==> src/source/tile_mixer_pkg.sv <==
package tile_mixer_pkg;

	////////////////////
	// shared widths
	////////////////////

	// pixels per tile slice, one bit per pixel in each plane
	localparam int TILE_PIX   = 4;
	// three bitplanes give a 3-bit dot
	localparam int DOT_W      = 3;
	// graphics word is plane 0 in 3:0, plane 1 in 7:4, plane 2 in 11:8
	localparam int GFX_W      = 12;
	localparam int ATTR_W     = 8;
	localparam int PRI_W      = 3;
	// two chips with layers A and B each
	localparam int NUM_LAYERS = 4;

	////////////////////
	// pixel and phase types
	////////////////////

	// one mixed pixel, dot of zero is transparent
	typedef struct packed {
		logic [PRI_W-1:0]  pri;
		logic [ATTR_W-1:0] color;
		logic [DOT_W-1:0]  dot;
	} pixel_t;

	// which layer takes the graphics word in the current cycle
	// value doubles as the layer index and the strobe bit number
	typedef enum logic [1:0] {
		phase_s0a = 2'd0,
		phase_s0b = 2'd1,
		phase_s1a = 2'd2,
		phase_s1b = 2'd3
	} load_phase_e;

endpackage

==> src/source/tile_load_if.sv <==
`timescale 1ns/1ps

interface tile_load_if;
	import tile_mixer_pkg::*;

	// registered tile word, three planes side by side
	logic [GFX_W-1:0]      gfx;
	// colour attribute fetched together with the word
	logic [ATTR_W-1:0]     attr;
	// one-hot, bit n loads the layer of phase n
	logic [NUM_LAYERS-1:0] load;
	// direction for the slice group now loading
	logic                  flip;

	// sequencer side drives the whole bundle
	modport seq (
		output gfx,
		output attr,
		output load,
		output flip
	);

	// chip side only listens
	modport pair (
		input gfx,
		input attr,
		input load,
		input flip
	);

endinterface

==> src/source/load_sequencer.sv <==
`timescale 1ns/1ps

module load_sequencer (
	input  logic                              CLK_6M,
	input  logic                              arst_n,
	input  logic [tile_mixer_pkg::GFX_W-1:0]  gfx_data,
	input  logic [tile_mixer_pkg::ATTR_W-1:0] attr_data,
	input  logic                              flip,
	tile_load_if.seq                          bus
);
	import tile_mixer_pkg::*;

	load_phase_e phase_q;
	load_phase_e phase_nxt;

	// four phase ring, one layer per cycle
	always_comb begin
		case (phase_q)
			phase_s0a: phase_nxt = phase_s0b;
			phase_s0b: phase_nxt = phase_s1a;
			phase_s1a: phase_nxt = phase_s1b;
			default:   phase_nxt = phase_s0a;
		endcase
	end

	////////////////////
	// phase and strobes
	////////////////////

	always_ff @(posedge CLK_6M or negedge arst_n) begin
		if (!arst_n) begin
			phase_q  <= phase_s0a;
			bus.load <= '0;
			bus.flip <= 1'b0;
		end else begin
			phase_q  <= phase_nxt;
			// strobe follows the word registered in the same edge
			bus.load <= NUM_LAYERS'(1) << phase_q;
			// direction only changes at a group boundary
			// layer s1b loads on the edge this updates, so it still sees the old value
			if (phase_q == phase_s0a) begin
				bus.flip <= flip;
			end
		end
	end

	// graphics and attribute bus capture
	always_ff @(posedge CLK_6M) begin
		bus.gfx  <= gfx_data;
		bus.attr <= attr_data;
	end

endmodule

==> src/source/plane_shifter.sv <==
`timescale 1ns/1ps

module plane_shifter #(
	parameter int LOAD_DELAY = 0
) (
	input  logic                              CLK_6M,
	input  logic                              arst_n,
	input  logic                              load,
	input  logic [tile_mixer_pkg::GFX_W-1:0]  gfx,
	input  logic [tile_mixer_pkg::ATTR_W-1:0] attr,
	input  logic                              flip,
	input  logic [tile_mixer_pkg::PRI_W-1:0]  pri,
	output tile_mixer_pkg::pixel_t            pixel
);
	import tile_mixer_pkg::*;

	// far end of each plane, first pixel out when flipped
	localparam int MSB = TILE_PIX - 1;

	logic [DOT_W-1:0][TILE_PIX-1:0] plane_q;
	logic [ATTR_W-1:0]              color_q;
	logic                           flip_q;
	logic [DOT_W-1:0]               cur_dot;
	logic [DOT_W-1:0]               dly_dot;
	logic [ATTR_W-1:0]              dly_color;

	////////////////////
	// plane shift registers
	////////////////////

	always_ff @(posedge CLK_6M or negedge arst_n) begin
		if (!arst_n) begin
			plane_q <= '0;
			color_q <= '0;
			flip_q  <= 1'b0;
		end else if (load) begin
			// split the word into its three planes
			for (int i = 0; i < DOT_W; i++) begin
				plane_q[i] <= gfx[i*TILE_PIX +: TILE_PIX];
			end
			color_q <= attr;
			// direction is held for the whole slice
			flip_q  <= flip;
		end else begin
			// zeros shift in, so an idle layer goes transparent
			for (int i = 0; i < DOT_W; i++) begin
				plane_q[i] <= flip_q ? plane_q[i] << 1 : plane_q[i] >> 1;
			end
		end
	end

	// dot from the end that is shifting out
	always_comb begin
		for (int i = 0; i < DOT_W; i++) begin
			cur_dot[i] = flip_q ? plane_q[i][MSB] : plane_q[i][0];
		end
	end

	////////////////////
	// alignment delay
	////////////////////

	if (LOAD_DELAY == 0) begin : g_direct
		// last layer in the phase cycle needs no extra stages
		assign dly_dot   = cur_dot;
		assign dly_color = color_q;
	end else begin : g_delay
		logic [DOT_W-1:0]  dot_pipe   [LOAD_DELAY];
		logic [ATTR_W-1:0] color_pipe [LOAD_DELAY];

		always_ff @(posedge CLK_6M or negedge arst_n) begin
			if (!arst_n) begin
				for (int i = 0; i < LOAD_DELAY; i++) begin
					dot_pipe[i]   <= '0;
					color_pipe[i] <= '0;
				end
			end else begin
				dot_pipe[0]   <= cur_dot;
				color_pipe[0] <= color_q;
				for (int i = 1; i < LOAD_DELAY; i++) begin
					dot_pipe[i]   <= dot_pipe[i-1];
					color_pipe[i] <= color_pipe[i-1];
				end
			end
		end

		assign dly_dot   = dot_pipe[LOAD_DELAY-1];
		assign dly_color = color_pipe[LOAD_DELAY-1];
	end

	// priority is live, not delayed with the dot
	assign pixel = {pri, dly_color, dly_dot};

endmodule

==> src/source/priority_regs.sv <==
`timescale 1ns/1ps

module priority_regs (
	input  logic                                                         CLK_6M,
	input  logic                                                         arst_n,
	input  logic                                                         reg_we,
	input  logic [1:0]                                                   reg_addr,
	input  logic [tile_mixer_pkg::ATTR_W-1:0]                            reg_data,
	output logic [tile_mixer_pkg::NUM_LAYERS-1:0][tile_mixer_pkg::PRI_W-1:0] layer_pri
);
	import tile_mixer_pkg::*;

	// one write select per layer register
	logic [NUM_LAYERS-1:0] wr_sel;

	////////////////////
	// address decode
	////////////////////

	// 0 pair 0 A, 1 pair 0 B, 2 pair 1 A, 3 pair 1 B
	always_comb begin
		wr_sel = '0;
		if (reg_we) begin
			wr_sel[reg_addr] = 1'b1;
		end
	end

	////////////////////
	// registers
	////////////////////

	for (genvar g = 0; g < NUM_LAYERS; g++) begin : g_pri
		always_ff @(posedge CLK_6M or negedge arst_n) begin
			if (!arst_n) begin
				layer_pri[g] <= '0;
			end else if (wr_sel[g]) begin
				// only the low bits carry a priority
				layer_pri[g] <= reg_data[PRI_W-1:0];
			end
		end
	end

endmodule

==> src/source/tilemap_pair.sv <==
`timescale 1ns/1ps

module tilemap_pair #(
	parameter int DELAY_A = 0,
	parameter int DELAY_B = 0
) (
	input  logic                             CLK_6M,
	input  logic                             arst_n,
	tile_load_if.pair                        bus,
	input  logic                             load_a,
	input  logic                             load_b,
	input  logic [tile_mixer_pkg::PRI_W-1:0] pri_a,
	input  logic [tile_mixer_pkg::PRI_W-1:0] pri_b,
	input  tile_mixer_pkg::pixel_t           chain_in,
	output tile_mixer_pkg::pixel_t           chain_out
);
	import tile_mixer_pkg::*;

	pixel_t pix_a;
	pixel_t pix_b;
	pixel_t pair_win;

	// challenger wins only when opaque and strictly above the holder
	// a tie keeps the holder
	function automatic pixel_t pick(input pixel_t challenger, input pixel_t holder);
		if (challenger.dot != '0 && challenger.pri > holder.pri) begin
			return challenger;
		end
		return holder;
	endfunction

	////////////////////
	// layers
	////////////////////

	// layer A loads first in this chip's two phases
	plane_shifter #(
		.LOAD_DELAY (DELAY_A)
	) u_layer_a (
		.CLK_6M (CLK_6M),
		.arst_n (arst_n),
		.load   (load_a),
		.gfx    (bus.gfx),
		.attr   (bus.attr),
		.flip   (bus.flip),
		.pri    (pri_a),
		.pixel  (pix_a)
	);

	plane_shifter #(
		.LOAD_DELAY (DELAY_B)
	) u_layer_b (
		.CLK_6M (CLK_6M),
		.arst_n (arst_n),
		.load   (load_b),
		.gfx    (bus.gfx),
		.attr   (bus.attr),
		.flip   (bus.flip),
		.pri    (pri_b),
		.pixel  (pix_b)
	);

	////////////////////
	// priority mix
	////////////////////

	// B against A inside the chip
	assign pair_win  = pick(pix_b, pix_a);
	// chip winner against the pixel from up the chain
	assign chain_out = pick(pair_win, chain_in);

endmodule

==> src/source/tilemap_mixer_top.sv <==
`timescale 1ns/1ps

module tilemap_mixer_top (
	input  logic                              CLK_6M,
	input  logic                              arst_n,
	input  logic [tile_mixer_pkg::GFX_W-1:0]  gfx_data,
	input  logic [tile_mixer_pkg::ATTR_W-1:0] attr_data,
	input  logic                              flip,
	input  logic [tile_mixer_pkg::PRI_W-1:0]  back_pri,
	input  logic [tile_mixer_pkg::ATTR_W-1:0] back_color,
	input  logic [tile_mixer_pkg::DOT_W-1:0]  back_dot,
	input  logic                              reg_we,
	input  logic [1:0]                        reg_addr,
	input  logic [tile_mixer_pkg::ATTR_W-1:0] reg_data,
	output logic [tile_mixer_pkg::PRI_W-1:0]  out_pri,
	output logic [tile_mixer_pkg::ATTR_W-1:0] out_color,
	output logic [tile_mixer_pkg::DOT_W-1:0]  out_dot
);
	import tile_mixer_pkg::*;

	// layer of phase p waits 3 - p stages so all four meet
	localparam int MAX_DELAY = NUM_LAYERS - 1;
	// bus register + shifter load + alignment, plus output register makes six
	localparam int BG_STAGES = MAX_DELAY + 2;

	tile_load_if u_load_bus ();

	logic [NUM_LAYERS-1:0][PRI_W-1:0] layer_pri;
	pixel_t                           bg_pipe [BG_STAGES];
	pixel_t                           chain_mid;
	pixel_t                           chain_end;
	pixel_t                           out_q;

	////////////////////
	// load path
	////////////////////

	load_sequencer u_load_sequencer (
		.CLK_6M    (CLK_6M),
		.arst_n    (arst_n),
		.gfx_data  (gfx_data),
		.attr_data (attr_data),
		.flip      (flip),
		.bus       (u_load_bus)
	);

	priority_regs u_priority_regs (
		.CLK_6M    (CLK_6M),
		.arst_n    (arst_n),
		.reg_we    (reg_we),
		.reg_addr  (reg_addr),
		.reg_data  (reg_data),
		.layer_pri (layer_pri)
	);

	////////////////////
	// background delay
	////////////////////

	// keeps the chain input in step with the layer pipeline
	always_ff @(posedge CLK_6M or negedge arst_n) begin
		if (!arst_n) begin
			for (int i = 0; i < BG_STAGES; i++) begin
				bg_pipe[i] <= '0;
			end
		end else begin
			bg_pipe[0] <= {back_pri, back_color, back_dot};
			for (int i = 1; i < BG_STAGES; i++) begin
				bg_pipe[i] <= bg_pipe[i-1];
			end
		end
	end

	////////////////////
	// chip chain
	////////////////////

	// first chip sees the background
	tilemap_pair #(
		.DELAY_A (MAX_DELAY - int'(phase_s0a)),
		.DELAY_B (MAX_DELAY - int'(phase_s0b))
	) u_pair0 (
		.CLK_6M    (CLK_6M),
		.arst_n    (arst_n),
		.bus       (u_load_bus),
		.load_a    (u_load_bus.load[phase_s0a]),
		.load_b    (u_load_bus.load[phase_s0b]),
		.pri_a     (layer_pri[phase_s0a]),
		.pri_b     (layer_pri[phase_s0b]),
		.chain_in  (bg_pipe[BG_STAGES-1]),
		.chain_out (chain_mid)
	);

	// second chip has the last word on the pixel
	tilemap_pair #(
		.DELAY_A (MAX_DELAY - int'(phase_s1a)),
		.DELAY_B (MAX_DELAY - int'(phase_s1b))
	) u_pair1 (
		.CLK_6M    (CLK_6M),
		.arst_n    (arst_n),
		.bus       (u_load_bus),
		.load_a    (u_load_bus.load[phase_s1a]),
		.load_b    (u_load_bus.load[phase_s1b]),
		.pri_a     (layer_pri[phase_s1a]),
		.pri_b     (layer_pri[phase_s1b]),
		.chain_in  (chain_mid),
		.chain_out (chain_end)
	);

	// output register after the combinational mix
	always_ff @(posedge CLK_6M or negedge arst_n) begin
		if (!arst_n) begin
			out_q <= '0;
		end else begin
			out_q <= chain_end;
		end
	end

	assign out_pri   = out_q.pri;
	assign out_color = out_q.color;
	assign out_dot   = out_q.dot;

endmodule

==> config.mk <==
export PLATFORM = sky130hd
export DESIGN_NAME = tilemap_mixer_top
export DESIGN_NICKNAME = d
export VERILOG_FILES = /design/src/source/tile_mixer_pkg.sv /design/src/source/tile_load_if.sv /design/src/source/load_sequencer.sv /design/src/source/plane_shifter.sv /design/src/source/priority_regs.sv /design/src/source/tilemap_pair.sv /design/src/source/tilemap_mixer_top.sv
export SDC_FILE = /design/constraint.sdc
export NUM_CORES = 1
export LEC_CHECK = 0
export BUFFER_PORTS_ARGS = -buffer_cell sky130_fd_sc_hd__buf_2
export CAP_MARGIN = 40
export CORE_MARGIN = 2
export CORE_UTILIZATION = 55
export DETAILED_ROUTE_END_ITERATION = 10
export PLACE_DENSITY = 0.7
export SLEW_MARGIN = 20
export SYNTH_ARGS = -nofsm -noshare
export SYNTH_HDL_FRONTEND = slang
export SYNTH_SLANG_ARGS = --single-unit
==> constraint.sdc <==
create_clock -name CLK_6M -period 4.8 [get_ports CLK_6M]
set_input_delay 0.24 -clock CLK_6M [delete_from_list [all_inputs] [get_ports CLK_6M]]
set_output_delay 0.24 -clock CLK_6M [all_outputs]
set_load 0.02 [all_outputs]
==> impl_metrics.csv <==
group,metric,value,unit
route,wl,17100,um
yosys,synthDistinctLibCells,38,
pwr,power_switching,1570,uW
yosys,synth_area,9290,um2
clocking,clk_pin_slew,0.06,ns
timing,fin_skew,0.0136,ns
setup_path,ff2ff_path_depth,18,
layout,syn_to_final_growth,21.1,%
clocking,clkLatencyLatePin,0.54,ns
yosys,synth_common_cells,"dfrtp_1 (253), mux2_2 (77), nand2_1 (42)",
layout,diodes,0,
clocking,clock_path_buffers,3,
pwr,combPwrFrac,18.3,%
yosys,synth_flop_cell,"dfrtp_1",
clocking,htreeDepth,1,
clocking,cts_tree,"built",
yosys,netlist_instances,599,
timing,rsz0062_at_grt,"no",
route,wl_per_cell,17.9,um
pwr,power.density,521,nW/um2
pwr,p_total,5870,uW
timing,slew_viol_final,0,
route,drtPass1Iterations,4,
timing,tns,0,ns
hold_path,hp-start,"reg_addr[1]",
yosys,synth_simple_gate_area_share,3.43,%
place,port_buffers,56,
global_routing,grt_pass1_vias,5324,
yosys,synth_top_family_by_area,"multiplexers",
die,die_width,134,um
setup_path,criticalPathCategory,"flop to flop",
setup_path,worst-endpoint-arrival,4.88,ns
yosys,yosysWarnings,0,
run,max_cap_viol_count,0,
global_routing,grt_max_degree,151,
clocking,cts_buffers,27,
yosys,syn_nets,663,
route,postRouteAntennaNets,0,
global_routing,grt_pass1_wl,28100,um
timing,hold_violations,0,
global_routing,overflow,0,
yosys,synth-async-reset-ratio,92.7,%
hold_path,worstHoldPathCells,3,
layout,drive_gt1_share,26.5,%
route,vias,4992,
pwr,ir_worst_vdd,0.419,mV
yosys,synth_adder_area_share,2.15,%
clocking,root_buffer,"clkbuf_16",
place,place.gp.congestion,0.840,
layout,fillerInstances,1103,
global_routing,grt_use_met2,32.7,%
timing,fin_crit,4.46,ns
clocking,clock_sinks,273,
timing,period_share,92.9,%
die,core_area,16500,um2
yosys,synth_area_leaders,"dfrtp_1 (68%), mux2_2 (9.3%), dfxtp_1 (4.3%), mux2i_1 (4.1%), o21ai_0 (2.2%)",
hold_path,hold_end,"u_priority_regs.layer_pri[1]",
setup_path,required,5.22,ns
timing,setup_violations,0,
setup_path,crit_fanout,15,
setup_path,r2r_start,"u_priority_regs.layer_pri[2]",
yosys,syn_area_per_cell,15.5,um2
die,ios,62,
yosys,synth.largest_area_cell,"dfrtp_1",
yosys,synth.yosys.seq_area_share,72.5,%
yosys,synth_edf_count,0,
yosys,synth_compound_area_share,6.71,%
run_status,status,"finished clean",
yosys,ys_seq_elements,273,
place,place_hpwl,10300,um
route,vias_per_cell,5.24,
yosys,synthMostInstantiatedCell,"dfrtp_1",
setup_path,rrSetupSlack,0.34,ns
route,drc,0,
pwr,switching_share,26.7,%
global_routing,grt_use_met1,27.9,%
layout,layout.nets,776,
die,row_count,47,
timing,maxClockFrequency,224,MHz
pwr,p_int,4300,uW
pwr,power.share.sequential,44.4,%
timing,relSlewSlack,54.6,%
die,dieArea,17900,um2
die,initial_core_util,56.2,%
global_routing,grt_use_total,20.1,%
global_routing,grtUsageMet3,3.51,%
setup_path,cp-start-kind,"flop",
setup_path,reg2reg_to,"out_color[5]",
pwr,p_leak,0.00519,uW
yosys,synthMuxAreaShare,13.6,%
global_routing,busiest_layer,"met2",
die,die_y,134,um
global_routing,antenna_found_initial,0,
setup_path,critPathCaptureType,"flop",
pwr,power_frac_clock,37.2,%
hold_path,hold_class,"input pin to flop",
yosys,synth_top_area_share,68.1,%
yosys,synth-xor-area-share,0,%
clocking,cts_setup_buffers,0,
route,drtIter0Drc,219,
timing,worst_pin_slew,0.678,ns
-- cell type report --
type | instances | area [um2] | area share (%)
timing repair buffer | 106 | 837 | 7.44
clock inverter | 12 | 193 | 1.71
tap | 220 | 275 | 2.45
multi-input combinational | 292 | 2410 | 21.4
inverter | 12 | 45.0 | 0.400
clock buffer | 38 | 757 | 6.73
sequential | 273 | 6730 | 59.8
-- layout by cell type (no fill, tap or decap), drive strengths merged, types with 5 or more instances in the layout --
cell type	Yosys	layout
ha	16	16
mux2i	38	38
clkinv	0	6
buf	7	67
dfrtp	253	253
a21oi	8	8
a22o	21	21
o21ai	43	43
nand3b	5	5
dlygate4sd3	0	39
nand2	42	42
clkbuf	15	38
inv	12	13
dfxtp	20	20
nor2b	5	5
mux2	78	78
nor2	6	6
-- per-layer routing --
layer	part of all wire, %	vias up
met1	44	2555
met2	50	103
li1	-	2300
met3	3.5	34
met4	2.4	0
met5	0	-
-- registers in the layout, indices dropped and copies added, names as in the netlist, 4 cells and up --
name	flops
u_pair1.u_layer_a.color_q	8
out_color	8
u_pair0.u_layer_b.plane_q	12
bg_pipe	70
u_pair0.u_layer_a.color_q	8
u_priority_regs.layer_pri	12
u_load_sequencer.bus.attr	8
u_load_sequencer.bus.load	4
u_pair0.u_layer_b.g_delay.color_pipe	8
u_pair0.u_layer_b.dly_color	8
u_pair0.u_layer_b.color_q	8
u_pair1.u_layer_a.plane_q	12
u_pair0.u_layer_a.g_delay.color_pipe	16
u_pair1.u_layer_a.dly_color	8
u_pair0.u_layer_a.g_delay.dot_pipe	6
u_pair1.u_layer_b.color_q	8
u_load_sequencer.bus.gfx	12
u_pair0.u_layer_a.dly_color	8
u_pair0.u_layer_a.plane_q	12
u_pair1.u_layer_b.plane_q	12
-- logic make-up after synthesis --
family                     after synthesis
buffers and inverters                   34
adders and majority gates               16
muxes                                  116
AOI/OAI and AO/OA                       90
DFF                                    273
and+or+nand+nor                         70
-- power groups by stage --
stage	logic [uW]	clock network, uW	registers, uW
2_1_floorplan	636	0	2680
3_3_place_gp	956	0	2640
3_5_place_dp	1020	0	2640
4_1_cts	1070	2230	2610
5_1_grt	1170	2330	2620
6_report	1080	2190	2610
-- critical path: stages (launching register included) --
cell and delay [ns]:
dfrtp_1 0.35, inv_1 0.06, ha_1 0.33, a21oi_1 0.26
a21oi_4 0.12, o31ai_4 0.10, buf_6 0.25, mux2i_1 0.28
ha_1 0.27, a32oi_1 0.29, a21bo_1 0.34, mux2i_1 0.27
ha_1 0.29, nor2b_1 0.15, o21a_1 0.16, o21ai_1 0.24
a21oi_4 0.12, buf_8 0.22, o21ai_0 0.24
-- repair_timing --
item,4_1_cts,5_1_grt
hold buffers,39,0
endpoints found under the hold margin,196,0
resized for setup,0,2
endpoints found under the setup margin,0,2
-- stage by stage --
step | setup WS [ns] | hold slack [ns] | instances | util (%) | area (um2)
6_report | 0.341 | 0.104 | 953 | 68.1 | 11300
5_1_grt | 0.0362 | 0.114 | 953 | 68.1 | 11300
4_1_cts | 0.275 | 0.0838 | 952 | 67.9 | 11200
3_5_place_dp | 0.376 | 0.335 | 863 | 59.7 | 9870
3_3_place_gp | 0.250 | 0.331 | 858 | 59.3 | 9800
2_1_floorplan | 0.937 | -0.0556 | 599 | - | 9290
-- worst max path at each step --
stage	start	to	cells past startpoint
6_report	u_priority_regs.layer_pri[2]	out_color[5]	18
5_1_grt	u_priority_regs.layer_pri[2]	out_color[5]	18
4_1_cts	u_priority_regs.layer_pri[2]	out_color[5]	19
3_5_place_dp	u_priority_regs.layer_pri[2]	out_pri[0]	18
3_3_place_gp	u_priority_regs.layer_pri[2]	out_color[3]	17
2_1_floorplan	u_priority_regs.layer_pri[2]	out_pri[1]	20
Power figures use the tool's default switching activity.
